**config.mk**
```make
export PLATFORM = sky130hd
export DESIGN_NAME = dac_ctrl_top
export DESIGN_NICKNAME = d
export VERILOG_FILES = /design/src/dac_ctrl_pkg.sv /design/src/dac_regfile.sv /design/src/dac_update_fsm.sv /design/src/spi_bit_timer.sv /design/src/spi_shift_tx.sv /design/src/dac_ctrl_top.sv
export VERILOG_INCLUDE_DIRS = /design/src
export SDC_FILE = /design/constraint.sdc
export NUM_CORES = 1
export LEC_CHECK = 0
export CAP_MARGIN = 20
export CORE_MARGIN = 1.5
export CORE_UTILIZATION = 30
export CTS_BUF_LIST = sky130_fd_sc_hd__clkbuf_4 sky130_fd_sc_hd__clkbuf_8 sky130_fd_sc_hd__clkbuf_16
export DETAILED_ROUTE_END_ITERATION = 10
export DONT_BUFFER_PORTS = 1
export SETUP_SLACK_MARGIN = 0.4
export SLEW_MARGIN = 30
export SYNTH_ARGS = -nofsm -noshare
export SYNTH_HDL_FRONTEND = slang
export SYNTH_HIERARCHICAL = 1
export SYNTH_SLANG_ARGS = --single-unit
```
**constraint.sdc**
```tcl
create_clock -name clk -period 2.01 [get_ports clk]
set_input_delay 0.402 -clock clk [delete_from_list [all_inputs] [get_ports clk]]
set_output_delay 0.402 -clock clk [all_outputs]
set_load 0.01 [all_outputs]
```
**src/dac_ctrl_cfg.svh**
```systemverilog
////////////////////////////////////////////////////////////
// AD5601 DAC controller constants: bus widths, SPI timing,
// register map and reset values
////////////////////////////////////////////////////////////

`ifndef DAC_CTRL_CFG_SVH
`define DAC_CTRL_CFG_SVH

// APB bus
`define DAC_APB_ADDR_W      8
`define DAC_APB_DATA_W      16

// register byte addresses
`define DAC_ADDR_VERSION    8'h00
`define DAC_ADDR_DAC_REG    8'h04
`define DAC_ADDR_CTRL       8'h08

// reset and identification values
`define DAC_MODULE_VERSION  16'd1
`define DAC_DEFAULT         16'd100

// SPI frame timing, sclk divider must be even
`define DAC_FRAME_BITS      16
`define DAC_SCLK_DIV        4
`define DAC_SYNC_GAP        4

// gain field position inside the DAC input register
`define DAC_GAIN_LSB        6
`define DAC_GAIN_W          8

`endif

```
**src/dac_ctrl_pkg.sv**
```systemverilog
////////////////////////////////////////////////////////////
// Shared types for the AD5601 DAC controller
////////////////////////////////////////////////////////////

`include "dac_ctrl_cfg.svh"

package dac_ctrl_pkg;

    // APB request from the host
    typedef struct packed {
        logic                        psel;
        logic                        penable;
        logic                        pwrite;
        logic [`DAC_APB_ADDR_W-1:0]  paddr;
        logic [`DAC_APB_DATA_W-1:0]  pwdata;
    } apb_req_t;

    // APB response back to the host
    typedef struct packed {
        logic [`DAC_APB_DATA_W-1:0]  prdata;
        logic                        pready;
        logic                        pslverr;
    } apb_rsp_t;

    // AD5601 input register layout, power-down mode on top
    typedef struct packed {
        logic [`DAC_FRAME_BITS-`DAC_GAIN_W-`DAC_GAIN_LSB-1:0] pd_mode;
        logic [`DAC_GAIN_W-1:0]                               gain;
        logic [`DAC_GAIN_LSB-1:0]                             rsvd;
    } dac_word_t;

    // serial pins toward the DAC
    typedef struct packed {
        logic sclk;
        logic sync_n;
        logic mosi;
    } spi_pins_t;

endpackage

```
**src/dac_regfile.sv**
```systemverilog
////////////////////////////////////////////////////////////
// APB register block: version, DAC word and control status,
// with host or gain-input ownership of the DAC word
////////////////////////////////////////////////////////////

`include "dac_ctrl_cfg.svh"

module dac_regfile (
    input  logic                         clk,
    input  logic                         interconnect_sreset,
    input  dac_ctrl_pkg::apb_req_t       apb_req,
    output dac_ctrl_pkg::apb_rsp_t       apb_rsp,
    input  logic                         en_mmi_ctrl,
    input  logic [`DAC_GAIN_W-1:0]       gain,
    input  logic                         gain_valid,
    output dac_ctrl_pkg::dac_word_t      dac_word,
    output logic                         dac_changed,
    output logic                         gain_src
);
    import dac_ctrl_pkg::*;

    dac_word_t dac_reg;
    logic      apb_wr;
    logic      host_dac_wr;
    logic      gain_wr;

    ////////////////////////////////////////////////////////////
    // write decode
    ////////////////////////////////////////////////////////////

    // access phase of a write, commits at the closing edge
    assign apb_wr = apb_req.psel & apb_req.penable & apb_req.pwrite;

    // host owns the DAC word only while en_mmi_ctrl is high
    assign host_dac_wr = apb_wr & en_mmi_ctrl & (apb_req.paddr == `DAC_ADDR_DAC_REG);
    assign gain_wr     = gain_valid & ~en_mmi_ctrl;

    always_ff @(posedge clk) begin
        if (interconnect_sreset) begin
            dac_reg     <= dac_word_t'(`DAC_DEFAULT);
            dac_changed <= 1'b0;
            gain_src    <= 1'b0;
        end else begin
            if (host_dac_wr) begin
                dac_reg <= dac_word_t'(apb_req.pwdata);
            end else if (gain_wr) begin
                // only the gain field moves, mode and reserved bits stay
                dac_reg.gain <= gain;
            end
            // pulse lines up with the new register value
            dac_changed <= host_dac_wr | gain_wr;
            gain_src    <= gain_wr;
        end
    end

    assign dac_word = dac_reg;

    ////////////////////////////////////////////////////////////
    // read path
    ////////////////////////////////////////////////////////////

    always_comb begin
        apb_rsp.pready  = 1'b1;
        apb_rsp.pslverr = 1'b0;
        case (apb_req.paddr)
            `DAC_ADDR_VERSION: apb_rsp.prdata = `DAC_MODULE_VERSION;
            `DAC_ADDR_DAC_REG: apb_rsp.prdata = dac_reg;
            `DAC_ADDR_CTRL: begin
                apb_rsp.prdata = {{(`DAC_APB_DATA_W-1){1'b0}}, en_mmi_ctrl};
            end
            // unmapped space reads zero
            default: apb_rsp.prdata = '0;
        endcase
    end

    // an access cycle must follow a setup cycle to the same slave
    assert property (@(posedge clk) disable iff (interconnect_sreset)
        apb_req.penable |-> apb_req.psel && $past(apb_req.psel))
        else $error("apb penable without a preceding setup cycle");

endmodule

```
**src/dac_update_fsm.sv**
```systemverilog
////////////////////////////////////////////////////////////
// DAC update sequencer: merges register changes into SPI
// frames and flags frames that carried a gain update
////////////////////////////////////////////////////////////

`include "dac_ctrl_cfg.svh"

module dac_update_fsm (
    input  logic clk,
    input  logic interconnect_sreset,
    input  logic dac_changed,
    input  logic gain_src,
    input  logic frame_done,
    output logic load,
    output logic run,
    output logic sync_n,
    output logic gain_updated
);

    localparam int GAP_W = $clog2(`DAC_SYNC_GAP);

    typedef enum logic [1:0] {
        ST_RESET,
        ST_IDLE,
        ST_SHIFT,
        ST_GAP
    } state_t;

    state_t             state;
    logic               pending;
    logic               pend_src;
    logic               frame_src;
    logic [GAP_W-1:0]   gap_cnt;

    // a change seen in idle is loaded straight away
    assign load = (state == ST_IDLE) & (pending | dac_changed);
    assign run  = ~sync_n;

    always_ff @(posedge clk) begin
        if (interconnect_sreset) begin
            state        <= ST_RESET;
            pending      <= 1'b0;
            pend_src     <= 1'b0;
            frame_src    <= 1'b0;
            gap_cnt      <= '0;
            sync_n       <= 1'b1;
            gain_updated <= 1'b0;
        end else begin
            gain_updated <= 1'b0;

            ////////////////////////////////////////////////////////////
            // pending update bookkeeping
            ////////////////////////////////////////////////////////////
            if (state == ST_RESET) begin
                // default frame after reset
                pending  <= 1'b1;
                pend_src <= 1'b0;
            end else if (load) begin
                pending   <= 1'b0;
                frame_src <= dac_changed ? gain_src : pend_src;
            end else if (dac_changed) begin
                // later changes win, one extra frame carries them
                pending  <= 1'b1;
                pend_src <= gain_src;
            end

            ////////////////////////////////////////////////////////////
            // frame sequencing
            ////////////////////////////////////////////////////////////
            case (state)
                ST_RESET: begin
                    state <= ST_IDLE;
                end
                ST_IDLE: begin
                    if (load) begin
                        state  <= ST_SHIFT;
                        sync_n <= 1'b0;
                    end
                end
                ST_SHIFT: begin
                    if (frame_done) begin
                        state        <= ST_GAP;
                        sync_n       <= 1'b1;
                        gap_cnt      <= '0;
                        gain_updated <= frame_src;
                    end
                end
                ST_GAP: begin
                    if (gap_cnt == GAP_W'(`DAC_SYNC_GAP - 1)) begin
                        state <= ST_IDLE;
                    end else begin
                        gap_cnt <= gap_cnt + 1'b1;
                    end
                end
                default: state <= ST_IDLE;
            endcase
        end
    end

    // sync_n stays high and no word is loaded for the whole gap
    assert property (@(posedge clk) disable iff (interconnect_sreset)
        $rose(sync_n) |-> (sync_n && !load) [*`DAC_SYNC_GAP])
        else $error("load or sync_n low inside the sync gap");

endmodule

```
**src/spi_bit_timer.sv**
```systemverilog
////////////////////////////////////////////////////////////
// SPI bit timer: sclk divider, bit counter, frame end pulse
////////////////////////////////////////////////////////////

`include "dac_ctrl_cfg.svh"

module spi_bit_timer (
    input  logic clk,
    input  logic interconnect_sreset,
    input  logic run,
    output logic sclk,
    output logic bit_stb,
    output logic frame_done
);

    localparam int DIV_W = $clog2(`DAC_SCLK_DIV);
    localparam int BIT_W = $clog2(`DAC_FRAME_BITS);

    logic [DIV_W-1:0] div_cnt;
    logic [BIT_W-1:0] bit_cnt;
    logic             period_end;

    assign period_end = (div_cnt == DIV_W'(`DAC_SCLK_DIV - 1));

    // counters sit at zero outside a frame
    always_ff @(posedge clk) begin
        if (interconnect_sreset || !run) begin
            div_cnt <= '0;
            bit_cnt <= '0;
        end else if (period_end) begin
            div_cnt <= '0;
            bit_cnt <= frame_done ? '0 : bit_cnt + 1'b1;
        end else begin
            div_cnt <= div_cnt + 1'b1;
        end
    end

    // high first half, low second half, so idle is high
    assign sclk = (div_cnt < DIV_W'(`DAC_SCLK_DIV / 2));

    // sclk rises as the period wraps
    assign bit_stb    = period_end;
    assign frame_done = period_end & (bit_cnt == BIT_W'(`DAC_FRAME_BITS - 1));

    assert property (@(posedge clk) disable iff (interconnect_sreset)
        frame_done |-> run)
        else $error("frame_done outside a running frame");

endmodule

```
**src/spi_shift_tx.sv**
```systemverilog
////////////////////////////////////////////////////////////
// SPI transmit shifter, MSB first
////////////////////////////////////////////////////////////

`include "dac_ctrl_cfg.svh"

module spi_shift_tx (
    input  logic                     clk,
    input  logic                     interconnect_sreset,
    input  logic                     load,
    input  logic                     bit_stb,
    input  dac_ctrl_pkg::dac_word_t  dac_word,
    output logic                     mosi
);

    logic [`DAC_FRAME_BITS-1:0] shift_q;

    always_ff @(posedge clk) begin
        if (interconnect_sreset) begin
            shift_q <= '0;
        end else if (load) begin
            shift_q <= dac_word;
        end else if (bit_stb) begin
            // next bit appears with the rising sclk edge
            shift_q <= {shift_q[`DAC_FRAME_BITS-2:0], 1'b0};
        end
    end

    assign mosi = shift_q[`DAC_FRAME_BITS-1];

endmodule

```
**src/dac_ctrl_top.sv**
```systemverilog
////////////////////////////////////////////////////////////
// AD5601 DAC update controller top level
////////////////////////////////////////////////////////////

`include "dac_ctrl_cfg.svh"

module dac_ctrl_top (
    input  logic                     clk,
    input  logic                     interconnect_sreset,
    input  dac_ctrl_pkg::apb_req_t   apb_req,
    output dac_ctrl_pkg::apb_rsp_t   apb_rsp,
    input  logic                     en_mmi_ctrl,
    input  logic [`DAC_GAIN_W-1:0]   gain,
    input  logic                     gain_valid,
    output logic                     gain_updated,
    output dac_ctrl_pkg::spi_pins_t  spi
);
    import dac_ctrl_pkg::*;

    dac_word_t dac_word;
    logic      dac_changed;
    logic      gain_src;
    logic      load;
    logic      run;
    logic      sync_n;
    logic      sclk;
    logic      bit_stb;
    logic      frame_done;
    logic      mosi;

    dac_regfile dac_regfile_inst (
        .clk                 (clk),
        .interconnect_sreset (interconnect_sreset),
        .apb_req             (apb_req),
        .apb_rsp             (apb_rsp),
        .en_mmi_ctrl         (en_mmi_ctrl),
        .gain                (gain),
        .gain_valid          (gain_valid),
        .dac_word            (dac_word),
        .dac_changed         (dac_changed),
        .gain_src            (gain_src)
    );

    dac_update_fsm dac_update_fsm_inst (
        .clk                 (clk),
        .interconnect_sreset (interconnect_sreset),
        .dac_changed         (dac_changed),
        .gain_src            (gain_src),
        .frame_done          (frame_done),
        .load                (load),
        .run                 (run),
        .sync_n              (sync_n),
        .gain_updated        (gain_updated)
    );

    spi_bit_timer spi_bit_timer_inst (
        .clk                 (clk),
        .interconnect_sreset (interconnect_sreset),
        .run                 (run),
        .sclk                (sclk),
        .bit_stb             (bit_stb),
        .frame_done          (frame_done)
    );

    spi_shift_tx spi_shift_tx_inst (
        .clk                 (clk),
        .interconnect_sreset (interconnect_sreset),
        .load                (load),
        .bit_stb             (bit_stb),
        .dac_word            (dac_word),
        .mosi                (mosi)
    );

    // pins toward the DAC
    assign spi = '{sclk: sclk, sync_n: sync_n, mosi: mosi};

endmodule

```
Word level (Yosys, flattened, before mapping)

Index checks and enable logic that the tools add are counted.

Output and inout bits: 22
Bits in registers: 49

$add $sub $neg: 3
Equality and inequality tests: 12
Reduce and logical (&&, ||, !) cells: 15
Magnitude comparators: 1
Multiplexer cells: 20
Bitwise logic cells: 13

Operator list:

| kind                                                 | count |
|---|---|
| one-hot mux 16 bit (3 select lines)                  | 1 |
| 2-to-1 mux 16 bit                                    | 2 |
| 2-to-1 mux 8 bit                                     | 2 |
| 2-to-1 mux 2 bit                                     | 5 |
| AND reduction 3 bit                                  | 3 |
| equality test 2 bit (second input constant)          | 4 |
| equality test 8 x 3 -> 1 bit (second input constant) | 1 |
| equality test 8 x 4 -> 1 bit (second input constant) | 1 |
| logical NOT 8 bit                                    | 1 |
| one-hot mux 2 bit (4 select lines)                   | 1 |
| nonzero test 2 bit                                   | 4 |
| AND 1 bit                                            | 7 |
| 2-to-1 mux 1 bit                                     | 6 |
| != test 2 x 1 -> 1 bit (second input constant)       | 3 |
| adder 2 x 1 -> 2 bit (second input constant)         | 2 |
| adder 4 x 1 -> 4 bit (second input constant)         | 1 |
| equality test 4 bit (second input constant)          | 1 |
| 2-to-1 mux 4 bit                                     | 1 |
| inverter 1 bit                                       | 4 |
| one-hot mux 2 bit (2 select lines)                   | 1 |
| OR reduction 2 bit                                   | 2 |
| nonzero test 3 bit                                   | 1 |
| OR reduction 3 bit                                   | 1 |
| equality test 2 x 1 -> 1 bit (second input constant) | 1 |
| other kinds (7)                                      | 8 |

Depth between registers and ports, before layout

Word-level depth: 5
Mapped depth: 6
Depth with buffers taken out: 5

Cells and area by module

The synthesis kept the hierarchy.

Modules (own cells, without submodules):

| module         | instances | area each (µm²) | cells each |
|---|---|---|---|
| dac_regfile    | 1         | 1,074.8         | 123 |
| spi_shift_tx   | 1         | 764.5           | 71 |
| dac_update_fsm | 1         | 556.8           | 58 |
| spi_bit_timer  | 1         | 284.0           | 28 |
| dac_ctrl_top   | 1         | 22.5            | 3 |

Worst setup path before layout

OpenSTA, ideal clock, no wires.

Path kind: in2out
Start point: input apb_req[17] (netlist bit)
End point: output apb_rsp[2] (netlist bit)
Data required time: 1.608 ns
Path slack: 0.103 ns
Data arrival time: 1.505 ns
Cell stages on the path: 3
Cells stage by stage: or4_4 > buf_6 > nor4b_1

RTL lines:

| what               | RTL line           | source |
|---|---|---|
| start: declaration | dac_ctrl_top.sv:10 | `input dac_ctrl_pkg::apb_req_t apb_req,` |
| end: declaration   | dac_ctrl_top.sv:11 | `output dac_ctrl_pkg::apb_rsp_t apb_rsp,` |

==> summary.md <==
| Metric | Value |
|---|---|
| Wire per inst | `14.9 microns` |
| Port bufs | `0` |
| Gr ovfl total | `0` |
| Pwr dens | `829 nW/um^2` |
| # H-tree levels | `2` |
| Die height | `97.9 microns` |
| Largest net degree at the start of global routing | `57` |
| Synthesized flop and latch total | `49` |
| FMAX | `613 MHz` |
| Top Family by Delay on Critical Path | `simple AND/OR/NAND/NOR gates` |
| Syn_nets | `331` |
| Antenna Cells | `0` |
| Worst hold path class | `in -> reg` |
| GRT Resource Usage Total | `0.122` |
| Count of flip-flops with a built-in enable after synthesis | `0` |
| Max Buffers Root-to-Sink | `2` |
| Cell Chain, Critical Path | `or4_4 -> nor4b_4` |
| Dpl hpwl | `4160 microns` |
| Critical path buffer and inverter count | `0` |
| Antenna violations before repair | `0` |
| Final Net Count | `326` |
| Sw Share | `0.312` |
| Area Overhead vs Synth | `9.63%` |
| Post-route ant nets | `0` |
| Crit Path Class | `in -> out` |
| P_leak | `1.05 nW` |
| Post-synth cell types | `57` |
| Top-area cell type share of the netlist area | `0.363` |
| Clock power frac | `0.259` |
| Skew final | `0.00731 ns` |
| Synth Warn # | `6` |
| Dominant synthesized flop cell | `dfxtp_1` |
| Global-route wire length before repair | `9710 microns` |
| Worst endpoint data arrival time | `1.23 ns` |
| Ratio of cells with drive above 1 in the final layout | `0.208` |
| Mapped cell area | `2700 sq um` |
| Worst-skew pair later-pin latency | `0.31 ns` |
| Routed wire length | `5760 microns` |
| WP data required | `1.61 ns` |
| Synth top area cells | `dfxtp_1 (36%), mux2i_1 (10%), nor2b_1 (6.3%), ha_1 (4.2%), o31ai_1 (3.9%)` |
| First-pass detailed-route iteration total | `4` |
| TritonCTS Sinks | `49` |
| RSZ-0062 raised after global routing | `yes` |
| Die area | `9590 sq um` |
| Cell taking the most area after synthesis | `dfxtp_1` |
| Synth Area per Inst | `9.55 sq um` |
| Worst vdd ir | `0.000316 V` |
| Seq/Total Area, Yosys | `0.363` |
| FFs w/ async S/R, synth | `0` |
| Crit path largest cell delay | `0.54 ns` |
| # IOs | `61` |
| CORE AREA | `8720 sq um` |
| Slew Limit Fails | `0` |
| DRC viols | `0` |
| Rows | `34` |
| Total power | `2.46 mW` |
| Initial drt markers | `108` |
| Post-route clock period utilization | `0.812` |
| Mapped Cells | `283` |
| CTS tree | `built` |
| Crit path time final | `1.63 ns` |
| Final setup violation count | `0` |
| Number of global-route vias before repair | `1930` |
| Startpoint Class | `input pin` |
| Via-to-Cell Ratio | `5.13` |
| Final Util | `0.340` |
| Internal power | `1.69 mW` |
| Reg clk slew, reported paths | `0.10 ns` |
| Net Sw Power | `0.767 mW` |
| Die W | `97.9 microns` |
| Placer Congestion | `0.799` |
| Comb power frac | `0.245` |
| Fin. Hold Viols | `0` |
| Setup TNS | `0 ns` |
| Maximum capacitance violations | `0` |
| CTS Buf Count | `5` |
| Seq pwr share | `0.496` |
| Post-cts hold buffer count | `0` |
| Via count | `1985` |
| Slowest-stage cell, CP | `or4_4` |
| Initial Utilization | `0.310` |
| Root Buffer | `clkbuf_8` |
| CP max FO | `2` |
| Outcome | `complete, no violations` |
| Crit end category | `output pin` |
==> cells in the final DEF, fill, tap and decap left out, drive strengths merged, types with 2 or more instances in the layout <==
cell    netlist  layout
buf          18      15
mux2i        28      28
o21bai        2       2
o21ai         2       2
ha            9       9
nor3b         2       2
nand2b        4       4
nor2b        28      28
nor2         11      11
conb          2       2
clkbuf        9       5
inv           8      10
dfxtp        49      49
and3         15      15
nor4b         2       2
or4           2       2
a211oi       16      16
and4          3       3
nand4        14      14
nand3         4       4
nand3b        2       2
nor3          5       5
o31ai        14      14
nand2         4       4
a21oi        13      13
==> power groups by stage <==
stage          sequential (mW)  clock, mW  combinational [mW]
2_1_floorplan             1.20          0               0.503
6_report                  1.22      0.636               0.602
3_5_place_dp              1.23          0               0.540
4_1_cts                   1.21      0.650               0.574
3_3_place_gp              1.23          0               0.525
5_1_grt                   1.24      0.691               0.679
==> worst paths after layout <==
check | startpoint | to | cells past startpoint | slack (ns)
worst max register to register | dac_update_fsm_inst/state[0] | dac_update_fsm_inst/state[1] | 5 | 0.46
worst min register to register | spi_bit_timer_inst/div_cnt[0] | spi_bit_timer_inst/div_cnt[0] | 1 | 0.42
worst min-delay path | interconnect_sreset | dac_update_fsm_inst/gap_cnt[1] | 1 | 0.15
worst max-delay path | apb_req[20] | apb_rsp[2] | 2 | 0.38
==> metal layers <==
metal / share of wire / GRT usage
met5: 0 / 0
met4: 0.022 / 0.0484
met3: 0.046 / 0.0322
met2: 0.45 / 0.181
met1: 0.48 / 0.168
==> through the flow <==
stage | setup slack (ns) | instances | area [sq um] | hold WS, ns
3_3_place_gp | 0.293 | 373 | 2760 | 0.413
5_1_grt | 0.352 | 387 | 2960 | 0.132
2_1_floorplan | 0.290 | 283 | 2780 | 0.404
3_5_place_dp | 0.260 | 373 | 2760 | 0.424
4_1_cts | 0.308 | 385 | 2920 | 0.140
6_report | 0.378 | 387 | 2960 | 0.153
==> cell type report <==
cell class	instances	area [sq um]
timing repair buffer	15	120
clock buffer	5	68.8
tap	108	135
multi-input combinational	199	1580
inverter	8	33.8
clock inverter	3	28.8
sequential	49	995
fill	888	5760
==> kinds of logic after synthesis <==
logic type / Yosys count / share of synthesized area
multiplexers: 29 / 0.108
XOR/XNOR: 1 / 0.00324
buffers and inverters: 35 / 0.0824
AO/OA/AOI/OAI: 55 / 0.146
flip-flops: 49 / 0.363
adder cells (fa/ha/maj): 9 / 0.0417
AND/OR/NAND/NOR: 103 / 0.253
other: 2 / 0.00278
==> state kept, by name, indices dropped and copies added (netlist names) <==
name	cells
spi_shift_tx_inst/shift_q	16
dac_update_fsm_inst/pend_src	1
dac_update_fsm_inst/pending	1
dac_update_fsm_inst/gap_cnt	2
dac_update_fsm_inst/sync_n	1
dac_update_fsm_inst/frame_src	1
dac_regfile_inst/dac_word	16
spi_bit_timer_inst/div_cnt	2
dac_update_fsm_inst/gain_updated	1
dac_regfile_inst/dac_changed	1
dac_regfile_inst/gain_src	1
dac_update_fsm_inst/state	2
spi_bit_timer_inst/bit_cnt	4
==> Yosys cell counts, drive strengths merged (2+ instances only) <==
cell,n
a211oi,16
a21oi,13
and3,15
and4,3
buf,18
clkbuf,9
conb,2
dfxtp,49
ha,9
inv,8
mux2i,28
nand2,4
nand2b,4
nand3,4
nand3b,2
nand4,14
nor2,11
nor2b,28
nor3,5
nor3b,2
nor4b,2
o21ai,2
o21bai,2
o31ai,14
or4,2
==> timing repair <==
item | 4_1_cts | 5_1_grt
resized for setup | 10 | 12
pin swaps | 2 | 2
setup buffers | 4 | 2
endpoints found under the setup margin | 24 | 32
(Power assumes the default switching activity.)
